### config.mk
export PLATFORM = sky130hd
export DESIGN_NAME = aes_dec_control
export DESIGN_NICKNAME = d
export VERILOG_FILES = /design/src/aes_pkg.sv /design/src/aes_dec_control.sv
export SDC_FILE = /design/constraint.sdc
export NUM_CORES = 1
export LEC_CHECK = 0
export BUFFER_PORTS_ARGS = -buffer_cell sky130_fd_sc_hd__buf_2
export CAP_MARGIN = 5
export CORE_ASPECT_RATIO = 1.2
export CORE_MARGIN = 2
export CORE_UTILIZATION = 54
export CTS_CLUSTER_SIZE = 10
export DETAILED_ROUTE_END_ITERATION = 16
export PLACE_DENSITY = 0.85
export SYNTH_ARGS = -nofsm -noshare
export SYNTH_HDL_FRONTEND = slang
export SYNTH_SLANG_ARGS = --single-unit
### constraint.sdc
create_clock -name clk -period 1.55 [get_ports clk]
set_input_delay 0.3875 -clock clk [delete_from_list [all_inputs] [get_ports clk]]
set_output_delay 0.3875 -clock clk [all_outputs]
set_load 0.01 [all_outputs]
### src/aes_pkg.sv
// AES-128 shared definitions
package aes_pkg;

	// One 128-bit block seen as bytes or as columns.
	typedef union packed {
		logic [15:0][7:0] bytes; // bytes[15] holds state byte 0.
		logic [3:0][31:0] cols;  // cols[3] holds column 0.
	} aes_block_t;

	typedef enum logic [1:0] {
		step_ark, // Add round key.
		step_isr, // Inverse shift rows.
		step_isb, // Inverse sub bytes.
		step_imc  // Inverse mix columns.
	} dec_step_t;

	typedef logic [3:0] round_idx_t;

	localparam round_idx_t num_rounds = 4'd10;

	function automatic logic [7:0] xtime(input logic [7:0] a);
		return {a[6:0], 1'b0} ^ (a[7] ? 8'h1b : 8'h00); // Multiply by x mod the AES polynomial.
	endfunction

	function automatic logic [7:0] gf_mul(input logic [7:0] a, input logic [7:0] b);
		logic [7:0] acc;
		logic [7:0] x;
		acc = 8'h00;
		x = a;
		for (int i = 0; i < 8; i++) begin
			if (b[i])
				acc = acc ^ x;
			x = xtime(x);
		end
		return acc;
	endfunction

	// Inverse in GF(2^8) as a^254, which maps zero to zero.
	function automatic logic [7:0] gf_inv(input logic [7:0] a);
		logic [7:0] sq;
		logic [7:0] r;
		sq = a;
		r = 8'h01;
		for (int i = 1; i < 8; i++) begin
			sq = gf_mul(sq, sq); // a^(2^i).
			r = gf_mul(r, sq);
		end
		return r;
	endfunction

	function automatic logic [7:0] rotl8(input logic [7:0] a, input int unsigned n);
		return (a << n) | (a >> (8 - n));
	endfunction

	function automatic logic [7:0] sbox(input logic [7:0] a);
		logic [7:0] b;
		b = gf_inv(a);
		return b ^ rotl8(b, 1) ^ rotl8(b, 2) ^ rotl8(b, 3) ^ rotl8(b, 4) ^ 8'h63;
	endfunction

	function automatic logic [7:0] inv_sbox(input logic [7:0] a);
		logic [7:0] b;
		b = rotl8(a, 1) ^ rotl8(a, 3) ^ rotl8(a, 6) ^ 8'h05; // Undo the affine map first.
		return gf_inv(b);
	endfunction

	function automatic logic [7:0] rcon(input round_idx_t r);
		case (r)
			4'd1:    return 8'h01;
			4'd2:    return 8'h02;
			4'd3:    return 8'h04;
			4'd4:    return 8'h08;
			4'd5:    return 8'h10;
			4'd6:    return 8'h20;
			4'd7:    return 8'h40;
			4'd8:    return 8'h80;
			4'd9:    return 8'h1b;
			4'd10:   return 8'h36;
			default: return 8'h00;
		endcase
	endfunction

endpackage
### src/aes_dec_control.sv
// AES decryption sequencer
`timescale 1ns/10ps

module aes_dec_control (
	input  logic                clk,
	input  logic                rst_n,
	input  logic                start,
	input  logic                key_ready,
	output logic                key_start,
	output logic                load_msg,
	output logic                step_en,
	output aes_pkg::dec_step_t  step_sel,
	output aes_pkg::round_idx_t round_idx,
	output logic                done
);
	import aes_pkg::*;

	localparam logic [2:0] st_idle     = 3'd0;
	localparam logic [2:0] st_expand   = 3'd1;
	localparam logic [2:0] st_init_add = 3'd2;
	localparam logic [2:0] st_round    = 3'd3;
	localparam logic [2:0] st_final    = 3'd4;

	logic [2:0] fsm;
	logic [1:0] stp; // Step now issued within the round.

	always_ff @(posedge clk or negedge rst_n) begin
		if (!rst_n) begin
			fsm <= st_idle;
			stp <= 2'd0;
			key_start <= 1'b0;
			load_msg <= 1'b0;
			step_en <= 1'b0;
			step_sel <= step_ark;
			round_idx <= 4'd0;
			done <= 1'b0;
		end else begin
			key_start <= 1'b0; // Strobes last one cycle.
			load_msg <= 1'b0;
			done <= 1'b0;
			case (fsm)
				st_idle: begin
					if (start) begin
						key_start <= 1'b1;
						load_msg <= 1'b1;
						fsm <= st_expand;
					end
				end
				st_expand: begin
					// key_ready may still be high from the previous block.
					if (key_ready && !key_start) begin
						step_en <= 1'b1;
						step_sel <= step_ark;
						round_idx <= num_rounds;
						fsm <= st_init_add;
					end
				end
				st_init_add: begin
					step_sel <= step_isr;
					round_idx <= round_idx - 4'd1;
					stp <= 2'd0;
					fsm <= st_round;
				end
				st_round: begin
					case (stp)
						2'd0: step_sel <= step_isb;
						2'd1: step_sel <= step_ark;
						2'd2: step_sel <= step_imc;
						default: begin
							step_sel <= step_isr; // Next round begins.
							round_idx <= round_idx - 4'd1;
							if (round_idx == 4'd1)
								fsm <= st_final; // Last round has no mix columns.
						end
					endcase
					stp <= stp + 2'd1;
				end
				st_final: begin
					stp <= stp + 2'd1;
					if (stp == 2'd0) begin
						step_sel <= step_isb;
					end else if (stp == 2'd1) begin
						step_sel <= step_ark; // Round key 0.
					end else begin
						step_en <= 1'b0;
						done <= 1'b1;
						fsm <= st_idle;
					end
				end
				default: fsm <= st_idle;
			endcase
		end
	end

	a_done_no_step: assert property (@(posedge clk) disable iff (!rst_n) !(done && step_en));
	a_idx_range: assert property (@(posedge clk) disable iff (!rst_n) round_idx <= num_rounds);

endmodule

==> metrics.yaml <==
logic_synthesis:
  synth_nets: 97
  synth-xor-area-share: 0.0102
  synthTopCellsByCount: "dfrtp_1, nor2_1, ha_1"
  synthesis.area_um2: 856
  yosys-top-cells-area: "dfrtp_1, ha_1, nor2_1, nand3_1, a21oi_1"
  seq_area_frac_synth: 0.409
  synth_top_family_by_area: "simple AND/OR/NAND/NOR gates"
  synth-main-ff-cell: "dfrtp_1"
  postSynthCellCount: 86
  synth-compound-area-share: 0.175
  synth_edf_count: 0
  syn_area_per_cell_um2: 9.95
  yosysUniqueCellTypes: 31
  yosys_warnings: 0
  yosys.area.top_type: "dfrtp_1"
  synthArstFlopShare: 1.00
  yosysMostFrequentCell: "dfrtp_1"
  synth.mux.area_fraction: 0.0234
  synth_top_area_share: 0.409
  synthAdderAreaFrac: 0.102
  yosys.area_share.simple: 0.211
  ys_ff_latch: 14
grt:
  grt_pass1_wl_um: 2960
  met2_usage: 0.416
  grtUsageMet3: 0.0698
  grt_usage: 0.237
  grt_overflow: 0
  gr-usage-met1: 0.248
  antenna_found_initial: 0
  busiest_layer: "met2"
  grt_max_degree: 15
  grt_pass1_vias: 681
sta:
  worst_pin_slew_ns: 0.431
  hold_viol: 0
  setup_viol: 0
  maxSlewViolCount: 0
  relSlewSlack: 0.712
  fmax_ghz: 0.678
  clock_skew_ns: 0.00462
  post-route-min-period_ns: 1.48
  finalCritPeriodShare: 0.952
clock_tree:
  path_clk_slew_ns: 0.08
  h-tree-depth: 1
  cts_buffer_depth: 2
  cts_buffers: 3
  cts.sinks: 14
  root_buffer: "clkbuf_4"
  clk-insertion-delay-late_ns: 0.28
  cts_tree: "yes"
final_layout:
  final_util: 0.659
  layout.nets: 114
  n_antenna_cell: 0
  fin_cells: 118
  area_delta_synth_final_pct: 12.7
  fillers: 113
  finish.instance_area_um2: 965
  drive_above_1_share: 0.267
detailed_routing:
  drt-initial-drc-count: 13
  drtPass1Iterations: 4
  wl_per_cell_um: 15.6
  antenna_left: 0
  drc: 0
  wl_um: 1850
  viasPerCell: 5.94
  num_vias: 701
min_path:
  min-delay-start: "start"
  hold_end: "load_msg"
  hp-class: "in2reg"
  min_path_cells: 2
setup_path:
  end_kind: "flip-flop"
  crit-reg2reg-launch: "stp[0]"
  start_kind: "flip-flop"
  cp_data_required_time_ns: 1.72
  r2r_setup_slack_ns: 0.07
  crit_start: "stp[0]"
  r2r_cells: 5
  cp_max_fo: 7
  critPathKind: "reg2reg"
  worst_ep_arrival_time_ns: 1.65
  worstReg2RegEnd: "step_sel[0]"
floorplanning:
  dieArea_um2: 1920
  die_x_um: 40.3
  start_util: 0.585
  core_area_um2: 1460
  io-pin-count: 14
  die_y_um: 47.6
  rows: 15
place:
  io_buffers: 13
  post-dp-hpwl_um: 1390
  gp_congestion: 0.789
  dp.cells: 113
  postPlaceCellArea_um2: 917
job:
  cap_violations: 0
pwr:
  power_density_nw_per_um2: 612
  fin_total_pwr_mw: 0.591
  leakage_nw: 0.483
  ir_worst_vdd_mv: 0.478
run_status:
  status: "finished clean"
cell type report:
cell class,instances,area [um2],share of cell area
repair buffers,17,97.6,0.101
multi-input cells,62,453,0.470
clock buffers,3,22.5,0.0233
well taps,17,21.3,0.0220
inverters,5,18.8,0.0195
flip-flops and latches,14,352,0.364
sequential cells by signal, summed over array words and instances, names as in the netlist:
name,count
done,1
load_msg,1
step_en,1
stp,2
round_idx,4
fsm,3
step_sel,2
cells in the final DEF (no fill, tap or decap), types with 2 or more instances in the layout:
cell type / count
a21oi_1: 5
nand3_1: 6
nor3_1: 2
o211ai_1: 2
inv_1: 5
a211oi_1: 2
nand2_1: 5
dfrtp_1: 13
mux2i_1: 2
nor2_1: 9
buf_2: 13
clkbuf_4: 3
o21ai_0: 5
buf_4: 3
ha_1: 7
metrics by stage:
stage            TNS, ns  hold slack, ns  setup slack [ns]
2_1_floorplan          0          0.0919             0.187
3_3_place_gp           0           0.297             0.138
3_5_place_dp           0           0.303            0.0645
4_1_cts                0           0.383            0.0509
5_1_grt        -0.000404           0.383         -0.000404
6_report               0           0.384            0.0747
layer usage:
metal,up-vias,share of wire
met5,-,0
met2,14,0.53
met1,345,0.41
met4,0,0.017
li1,336,-
met3,6,0.036
logic make-up after synthesis:
family / after synthesis
AND/OR/NAND/NOR: 29
AO/OA/AOI/OAI: 23
flip-flops: 14
buffers and inverters: 10
adder cells (fa/ha/maj): 7
multiplexers: 2
XOR/XNOR: 1
timing repair:
action                                  in CTS  in global routing
hold buffers                                 1                  0
resized for setup                            0                  2
endpoints found under the setup margin       0                  1
setup buffers                                0                  1
endpoints found under the hold margin        7                  0
critical path: stages, from the launching register on:
cell and delay (ns):
dfrtp_2 0.46, ha_1 0.23, nand2b_1 0.20, o21a_1 0.22, a31oi_2 0.16, o21ai_0 0.09
worst max path at each step:
stage	endpoint	slack, ns	depth (start not counted)
after floorplan	step_sel[0]	0.19	5
after global placement	step_sel[0]	0.14	5
after detailed placement	step_sel[0]	0.06	5
after CTS	step_sel[0]	0.05	5
after global routing	step_sel[0]	-0.0004	5
final	step_sel[0]	0.07	5
where the power goes:
group	internal [mW]	total [mW]	switching, mW
Combinational	0.00640	0.0185	0.0121
Clock	0.0902	0.207	0.117
Sequential	0.365	0.365	0
(Power assumes the default switching activity.)
