**src/aes_pkg.sv**
```systemverilog
// AES-128 shared definitions
package aes_pkg;

	// One 128-bit block seen as bytes or as columns.
	typedef union packed {
		logic [15:0][7:0] bytes; // bytes[15] holds state byte 0.
		logic [3:0][31:0] cols;  // cols[3] holds column 0.
	} aes_block_t;

	typedef enum logic [1:0] {
		step_ark, // Add round key.
		step_isr, // Inverse shift rows.
		step_isb, // Inverse sub bytes.
		step_imc  // Inverse mix columns.
	} dec_step_t;

	typedef logic [3:0] round_idx_t;

	localparam round_idx_t num_rounds = 4'd10;

	function automatic logic [7:0] xtime(input logic [7:0] a);
		return {a[6:0], 1'b0} ^ (a[7] ? 8'h1b : 8'h00); // Multiply by x mod the AES polynomial.
	endfunction

	function automatic logic [7:0] gf_mul(input logic [7:0] a, input logic [7:0] b);
		logic [7:0] acc;
		logic [7:0] x;
		acc = 8'h00;
		x = a;
		for (int i = 0; i < 8; i++) begin
			if (b[i])
				acc = acc ^ x;
			x = xtime(x);
		end
		return acc;
	endfunction

	// Inverse in GF(2^8) as a^254, which maps zero to zero.
	function automatic logic [7:0] gf_inv(input logic [7:0] a);
		logic [7:0] sq;
		logic [7:0] r;
		sq = a;
		r = 8'h01;
		for (int i = 1; i < 8; i++) begin
			sq = gf_mul(sq, sq); // a^(2^i).
			r = gf_mul(r, sq);
		end
		return r;
	endfunction

	function automatic logic [7:0] rotl8(input logic [7:0] a, input int unsigned n);
		return (a << n) | (a >> (8 - n));
	endfunction

	function automatic logic [7:0] sbox(input logic [7:0] a);
		logic [7:0] b;
		b = gf_inv(a);
		return b ^ rotl8(b, 1) ^ rotl8(b, 2) ^ rotl8(b, 3) ^ rotl8(b, 4) ^ 8'h63;
	endfunction

	function automatic logic [7:0] inv_sbox(input logic [7:0] a);
		logic [7:0] b;
		b = rotl8(a, 1) ^ rotl8(a, 3) ^ rotl8(a, 6) ^ 8'h05; // Undo the affine map first.
		return gf_inv(b);
	endfunction

	function automatic logic [7:0] rcon(input round_idx_t r);
		case (r)
			4'd1:    return 8'h01;
			4'd2:    return 8'h02;
			4'd3:    return 8'h04;
			4'd4:    return 8'h08;
			4'd5:    return 8'h10;
			4'd6:    return 8'h20;
			4'd7:    return 8'h40;
			4'd8:    return 8'h80;
			4'd9:    return 8'h1b;
			4'd10:   return 8'h36;
			default: return 8'h00;
		endcase
	endfunction

endpackage
```
**src/aes_key_expansion.sv**
```systemverilog
// AES-128 key schedule
`timescale 1ns/10ps

module aes_key_expansion (
	input  logic                clk,
	input  logic                rst_n,
	input  logic                key_start,
	input  logic [127:0]        key,
	input  aes_pkg::round_idx_t round_idx,
	output logic                key_ready,
	output aes_pkg::aes_block_t round_key
);
	import aes_pkg::*;

	aes_block_t rk [0:10]; // Round keys 0 to 10.
	aes_block_t src;
	aes_block_t nxt;
	round_idx_t cnt;       // Index of the next key to derive.
	round_idx_t wr_idx;
	logic       busy;
	logic [31:0] t;

	// Derive one round key from the previous one.
	always_comb begin
		if (key_start) begin
			src = key;
			wr_idx = 4'd1;
		end else begin
			src = rk[cnt - 4'd1];
			wr_idx = cnt;
		end
		t = {sbox(src.cols[0][23:16]), sbox(src.cols[0][15:8]),
			sbox(src.cols[0][7:0]), sbox(src.cols[0][31:24])}; // RotWord then SubWord.
		t[31:24] = t[31:24] ^ rcon(wr_idx);
		nxt.cols[3] = src.cols[3] ^ t;
		nxt.cols[2] = src.cols[2] ^ nxt.cols[3];
		nxt.cols[1] = src.cols[1] ^ nxt.cols[2];
		nxt.cols[0] = src.cols[0] ^ nxt.cols[1];
	end

	always_ff @(posedge clk) begin
		if (key_start)
			rk[0] <= key; // Cipher key is round key 0.
		if (key_start || busy)
			rk[wr_idx] <= nxt;
	end

	always_ff @(posedge clk or negedge rst_n) begin
		if (!rst_n) begin
			busy <= 1'b0;
			cnt <= 4'd1;
			key_ready <= 1'b0;
		end else if (key_start) begin
			busy <= 1'b1;
			cnt <= 4'd2;
			key_ready <= 1'b0;
		end else if (busy) begin
			if (cnt == num_rounds) begin
				busy <= 1'b0;
				key_ready <= 1'b1; // All eleven keys stored.
			end else begin
				cnt <= cnt + 4'd1;
			end
		end
	end

	assign round_key = rk[round_idx];

	// A restart would corrupt the keys being derived.
	a_no_restart: assert property (@(posedge clk) disable iff (!rst_n) key_start |-> !busy);

endmodule

```
**config.mk**
```make
export PLATFORM = sky130hd
export DESIGN_NAME = aes_key_expansion
export DESIGN_NICKNAME = d
export VERILOG_FILES = /design/src/aes_pkg.sv /design/src/aes_key_expansion.sv
export SDC_FILE = /design/constraint.sdc
export NUM_CORES = 2
export LEC_CHECK = 0
export ABC_CLOCK_PERIOD_IN_PS = 29000
export BUFFER_PORTS_ARGS = -buffer_cell sky130_fd_sc_hd__buf_2
export CAP_MARGIN = 20
export CORE_MARGIN = 10
export CORE_UTILIZATION = 65
export CTS_CLUSTER_SIZE = 30
export DETAILED_ROUTE_END_ITERATION = 10
export PLACE_DENSITY = 0.94
export SYNTH_ARGS = -nofsm -noshare
export SYNTH_HDL_FRONTEND = slang
export SYNTH_SLANG_ARGS = --single-unit
export TNS_END_PERCENT = 1
```
**constraint.sdc**
```tcl
create_clock -name clk -period 29 [get_ports clk]
set_input_delay 7.25 -clock clk [delete_from_list [all_inputs] [get_ports clk]]
set_output_delay 7.25 -clock clk [all_outputs]
set_load 0.005 [all_outputs]
```
==> results.yml, run 1 <==
grt:
  gr-usage-all-layers_pct: 58.7
  antenna_found_initial: 121
  grt.overflow.total: 154
  grt_max_degree: 167
cts:
  cts-buffers-inserted: 143
  root_buffer: "clkbuf_16"
  clock_sinks: 1414
  cts_max_path_buffers: 3
  htreeDepth: 4
  postCtsHoldBufs: 0
  cts_resized: 0
  post_cts_buffers: 0
synth:
  yosysUniqueCellTypes: 136
  ys_ff_latch: 1414
  synth_enable_flop_cells: 1408
  avgSynthCellArea_um2: 10.6
  synthCells: 12200
  async_flop_share_pct: 0.424
  yosysSeqAreaShare_pct: 32.6
  ys_dominant_reg_cell: "edfxtp_1"
  synth_nets: 12400
  yosysWarnings: 0
  netlist_area_um2: 130000
place:
  place.gp.congestion: 1.01
  dp_hpwl_mm: 312
  numPortBuffers: 263
  placed_cell_area_um2: 134000
floorplan:
  initial_utilization_pct: 65.3
  die_h_um: 468
  num_rows: 164
  ioPinCount: 264
  die_w_um: 468
status:
  status: "aborted with a tool error"
  stop_stage: "global routing"
  tool.error: "[ERROR GRT-0232] Routing congestion too high. Check the congestion heatmap in the GUI."
timing:
  worst_endpoint: "rk[0][30]$_DFFE_PP_/D"
  worst-ep-kind: "sequential cell input"
==> synth_stat cells, types with 33 or more instances <==
master,count,share of area [%]
xnor2_1,1661,11
nand4_1,35,0.17
xor2_1,412,2.8
xnor3_1,361,6.2
mux2_2,220,1.9
edfxtp_1,1408,32
nor2_1,1287,3.7
o211a_1,34,0.26
a221oi_1,45,0.30
xor3_1,38,0.69
a211oi_1,198,1.1
nor4_1,39,0.19
nor2b_1,64,0.31
buf_4,50,0.29
o21ai_0,377,1.4
nand2_1,1291,3.7
a211o_1,41,0.28
xnor2_2,106,1.3
a31oi_1,102,0.49
o31ai_1,33,0.19
o21ai_1,75,0.29
nor3_1,231,0.89
mux2i_1,388,3.0
xor2_2,37,0.46
buf_2,145,0.56
and2_1,87,0.42
buf_1,134,0.39
o21a_1,40,0.23
nand2b_1,86,0.41
or3_1,48,0.23
and3_1,48,0.23
inv_1,100,0.29
o221ai_1,34,0.23
a311oi_1,110,0.74
a21oi_1,577,2.2
clkbuf_1,493,1.4
nand3_1,202,0.78
a22oi_1,64,0.37
mux4_2,633,11
o22ai_1,122,0.59
o211ai_1,115,0.66
==> through the flow <==
stage / cells / TNS [ps] / worst slack, ps / hold WS [ps]
after floorplan: 12200 / 0 / 4230 / 503
after global placement: 14700 / 0 / 190 / 497
after CTS: 14900 / 0 / 45.6 / 596
after detailed placement: 14700 / -9320 / -362 / 512
==> cell families after synthesis <==
group | synth area share (%)
AOI/OAI and AO/OA | 12.1
xor gates and xnor gates | 23.9
adders and majority gates | 0.265
buffers and inverters | 3.31
DFF | 32.6
muxes | 16.0
and+or+nand+nor | 11.9
==> routing by layer <==
layer / GRT overflow / GRT usage, %
met4: 65 / 47.7
met2: 56 / 72.9
met3: 24 / 48.7
met1: 8 / 59.5
met5: 1 / 35.1
==> run 2: changes to the inputs <==
CORE_UTILIZATION = 40   (was 65)
CTS_CLUSTER_SIZE = unset   (was 30)
PLACE_DENSITY = unset   (was 0.94)
PLACE_DENSITY_LB_ADDON = 0.15   (was unset)
==> results.yml, run 2 <==
timing:
  timing.final.crit_share_pct: 96.2
  period_minus_slack_ps: 27900
  worst_slack_ps: 1100
  finalHoldViolCount: 0
  tns_ps: 0
  clock.fmax_mhz: 35.8
  setup_viol: 0
  fin_skew_ps: 34.9
  grt_setup_unrepaired: "no"
  slew_viol_final: 0
  slew_headroom_pct: 18.1
  tightestPinTransition_ps: 1230
run:
  maxCapViolations: 0
synth:
  netlist_area_um2: 130000
  yosysMostFrequentCell: "xnor2_1"
  synth_area_leaders: "edfxtp_1 (32%), xnor2_1 (11%), mux4_2 (11%)"
  synth_top_area_cell: "edfxtp_1"
  yosysTopAreaCellShare_pct: 32.5
  synth_nets: 12400
  yosysSeqAreaShare_pct: 32.6
  avgSynthCellArea_um2: 10.6
  synthCells: 12200
  ys_ff_latch: 1414
  yosysUniqueCellTypes: 136
  synth_enable_flop_cells: 1408
  synthTopCellsByCount: "xnor2_1 (1661), edfxtp_1 (1408), nand2_1 (1291)"
  async_flop_share_pct: 0.424
  ys_dominant_reg_cell: "edfxtp_1"
  yosysWarnings: 0
floorplan:
  die_area_um2: 349000
  initial_utilization_pct: 40.2
  ioPinCount: 264
  die_h_um: 591
  die_w_um: 591
  core-area_um2: 324000
  num_rows: 209
routing:
  drt_first_pass_iters: 6
  drt_iter0_drc: 11500
  via_count: 103000
  vias_per_cell: 6.17
  postRouteWirelength_mm: 475
  ant_nets: 0
  drc_errors: 0
  wl_per_cell_um: 28.3
critical_path:
  worst_setup_path_start_kind: "input pin"
  slowest_stage: "xnor3_1"
  cp-end-kind: "flop"
  cp.arrival_ps: 28570
  rr_endpoint: "rk[0][32]"
  critical_path_required_ps: 29660
  worst_path_most_repeated_cell: "xnor2_1"
  worstRegToRegCells: 60
  crit_path_max_fanout: 32
  worst-r2r-setup-slack_ps: 3570
  max_stage_delay_ps: 930
  r2r-start: "cnt[0]"
  critical_path_class: "input pin to flop"
grt:
  gr-usage-all-layers_pct: 26.1
  grt_pass1_vias: 100000
  met3_usage_pct: 5.04
  grt_pass1_wl_mm: 695
  antenna_found_initial: 75
  grt.overflow.total: 0
  grt_use_met2_pct: 41.9
  grt_max_degree: 123
  grt_use_met1_pct: 35.0
  grt_busiest_layer: "met2"
status:
  status: "finished clean"
cts:
  clock_latency_ps: 830
  cts_tree: "built"
  cts-buffers-inserted: 150
  postCtsHoldBufs: 0
  clk_pin_slew_worst_paths_ps: 60
  clock_sinks: 1414
  htreeDepth: 4
  cts_max_path_buffers: 3
  root_buffer: "clkbuf_16"
min_path:
  hold_path_class: "flop to flop"
  hold_start: "busy"
  holdPathEnd: "busy"
  min_path_cells: 2
finish:
  fin_nets: 12400
  final_cell_mix: "xnor2_1 (1612), edfxtp_1 (1408), nand2_1 (1289)"
  layout_commonest_cell: "xnor2_1"
  fin_cells: 16800
  finalInstanceArea_um2: 142000
  largest_reg_flops: 1408
  syn_to_final_growth_pct: 9.36
  reg_top3: "rk x1408, cnt x4"
  drive_gt1_share_pct: 18.2
  largest-register: "rk"
place:
  pre_cts_slack_ps: -18.2
  placed_cell_area_um2: 137000
  dp_hpwl_mm: 324
  dp_cells: 16400
  numPortBuffers: 263
  place.gp.congestion: 0.894
-- run 2: area by class of cell --
type | count | area, µm²
clock buffer | 174 | 3860
clock inverter | 100 | 895
timing repair buffer | 737 | 5090
tap | 4325 | 5410
antenna | 42 | 105
sequential | 1414 | 42400
multi-input combinational | 9853 | 84200
fill | 30400 | 182000
inverter | 131 | 499
-- run 2: routing by layer --
metal / wire [µm] / vias to the layer above
met1: 194000 / 52200
met5: 242 / -
met2: 220000 / 5027
li1: - / 45500
met3: 41200 / 770
met4: 19900 / 36
-- run 2: worst max-delay path by stage --
stage	depth (start not counted)	start	endpoint	slack, ps
after floorplan	65	key_start	rk[0][0]	4230
after global placement	55	key_start	rk[0][20]	-130
after detailed placement	62	key_start	rk[0][32]	-20
after CTS	62	key_start	rk[0][32]	780
after global routing	52	key_start	rk[0][9]	10
final	52	key_start	rk[0][9]	1100
-- run 2: metrics by stage --
step                      utilization, %  hold WS (ps)
final                               43.9           716
after detailed placement            42.4           682
after floorplan                        -           503
after CTS                           43.8           705
after global placement              42.4           690
after global routing                43.9           753
-- run 2: what timing repair did --
| action | CTS | global route |
|---|---|---|
| setup endpoints to repair | 0 | 43 |
| buffers inserted | 0 | 0 |
| resized for setup | 0 | 7 |
-- run 2: kinds of logic (layout without fill, tap and decap cells) --
| logic type | Yosys count | after routing | share of synthesized area [%] |
|---|---|---|---|
| flip-flops | 1414 | 1414 | 32.6 |
| AND/OR/NAND/NOR | 3555 | 3555 | 11.9 |
| XOR/XNOR | 2679 | 2679 | 23.9 |
| AO/OA/AOI/OAI | 2337 | 2337 | 12.1 |
| adder cells (fa/ha/maj) | 28 | 28 | 0.265 |
| buffers and inverters | 982 | 1142 | 3.31 |
| other | 0 | 42 | 0 |
| multiplexers | 1254 | 1254 | 16.0 |
-- run 2: worst max-delay path, delay by kind of cell --
family | cells | cell delay [ps]
XOR/XNOR | 31 | 14900
buffers and inverters | 5 | 1880
AND/OR/NAND/NOR | 10 | 1780
adder cells (fa/ha/maj) | 2 | 1420
AO/OA/AOI/OAI | 3 | 890
multiplexers | 1 | 370
Power of run 2 is left out: the tool's default activity adds up to more than one toggle a clock period on the data nets, which glitch-free logic cannot reach.
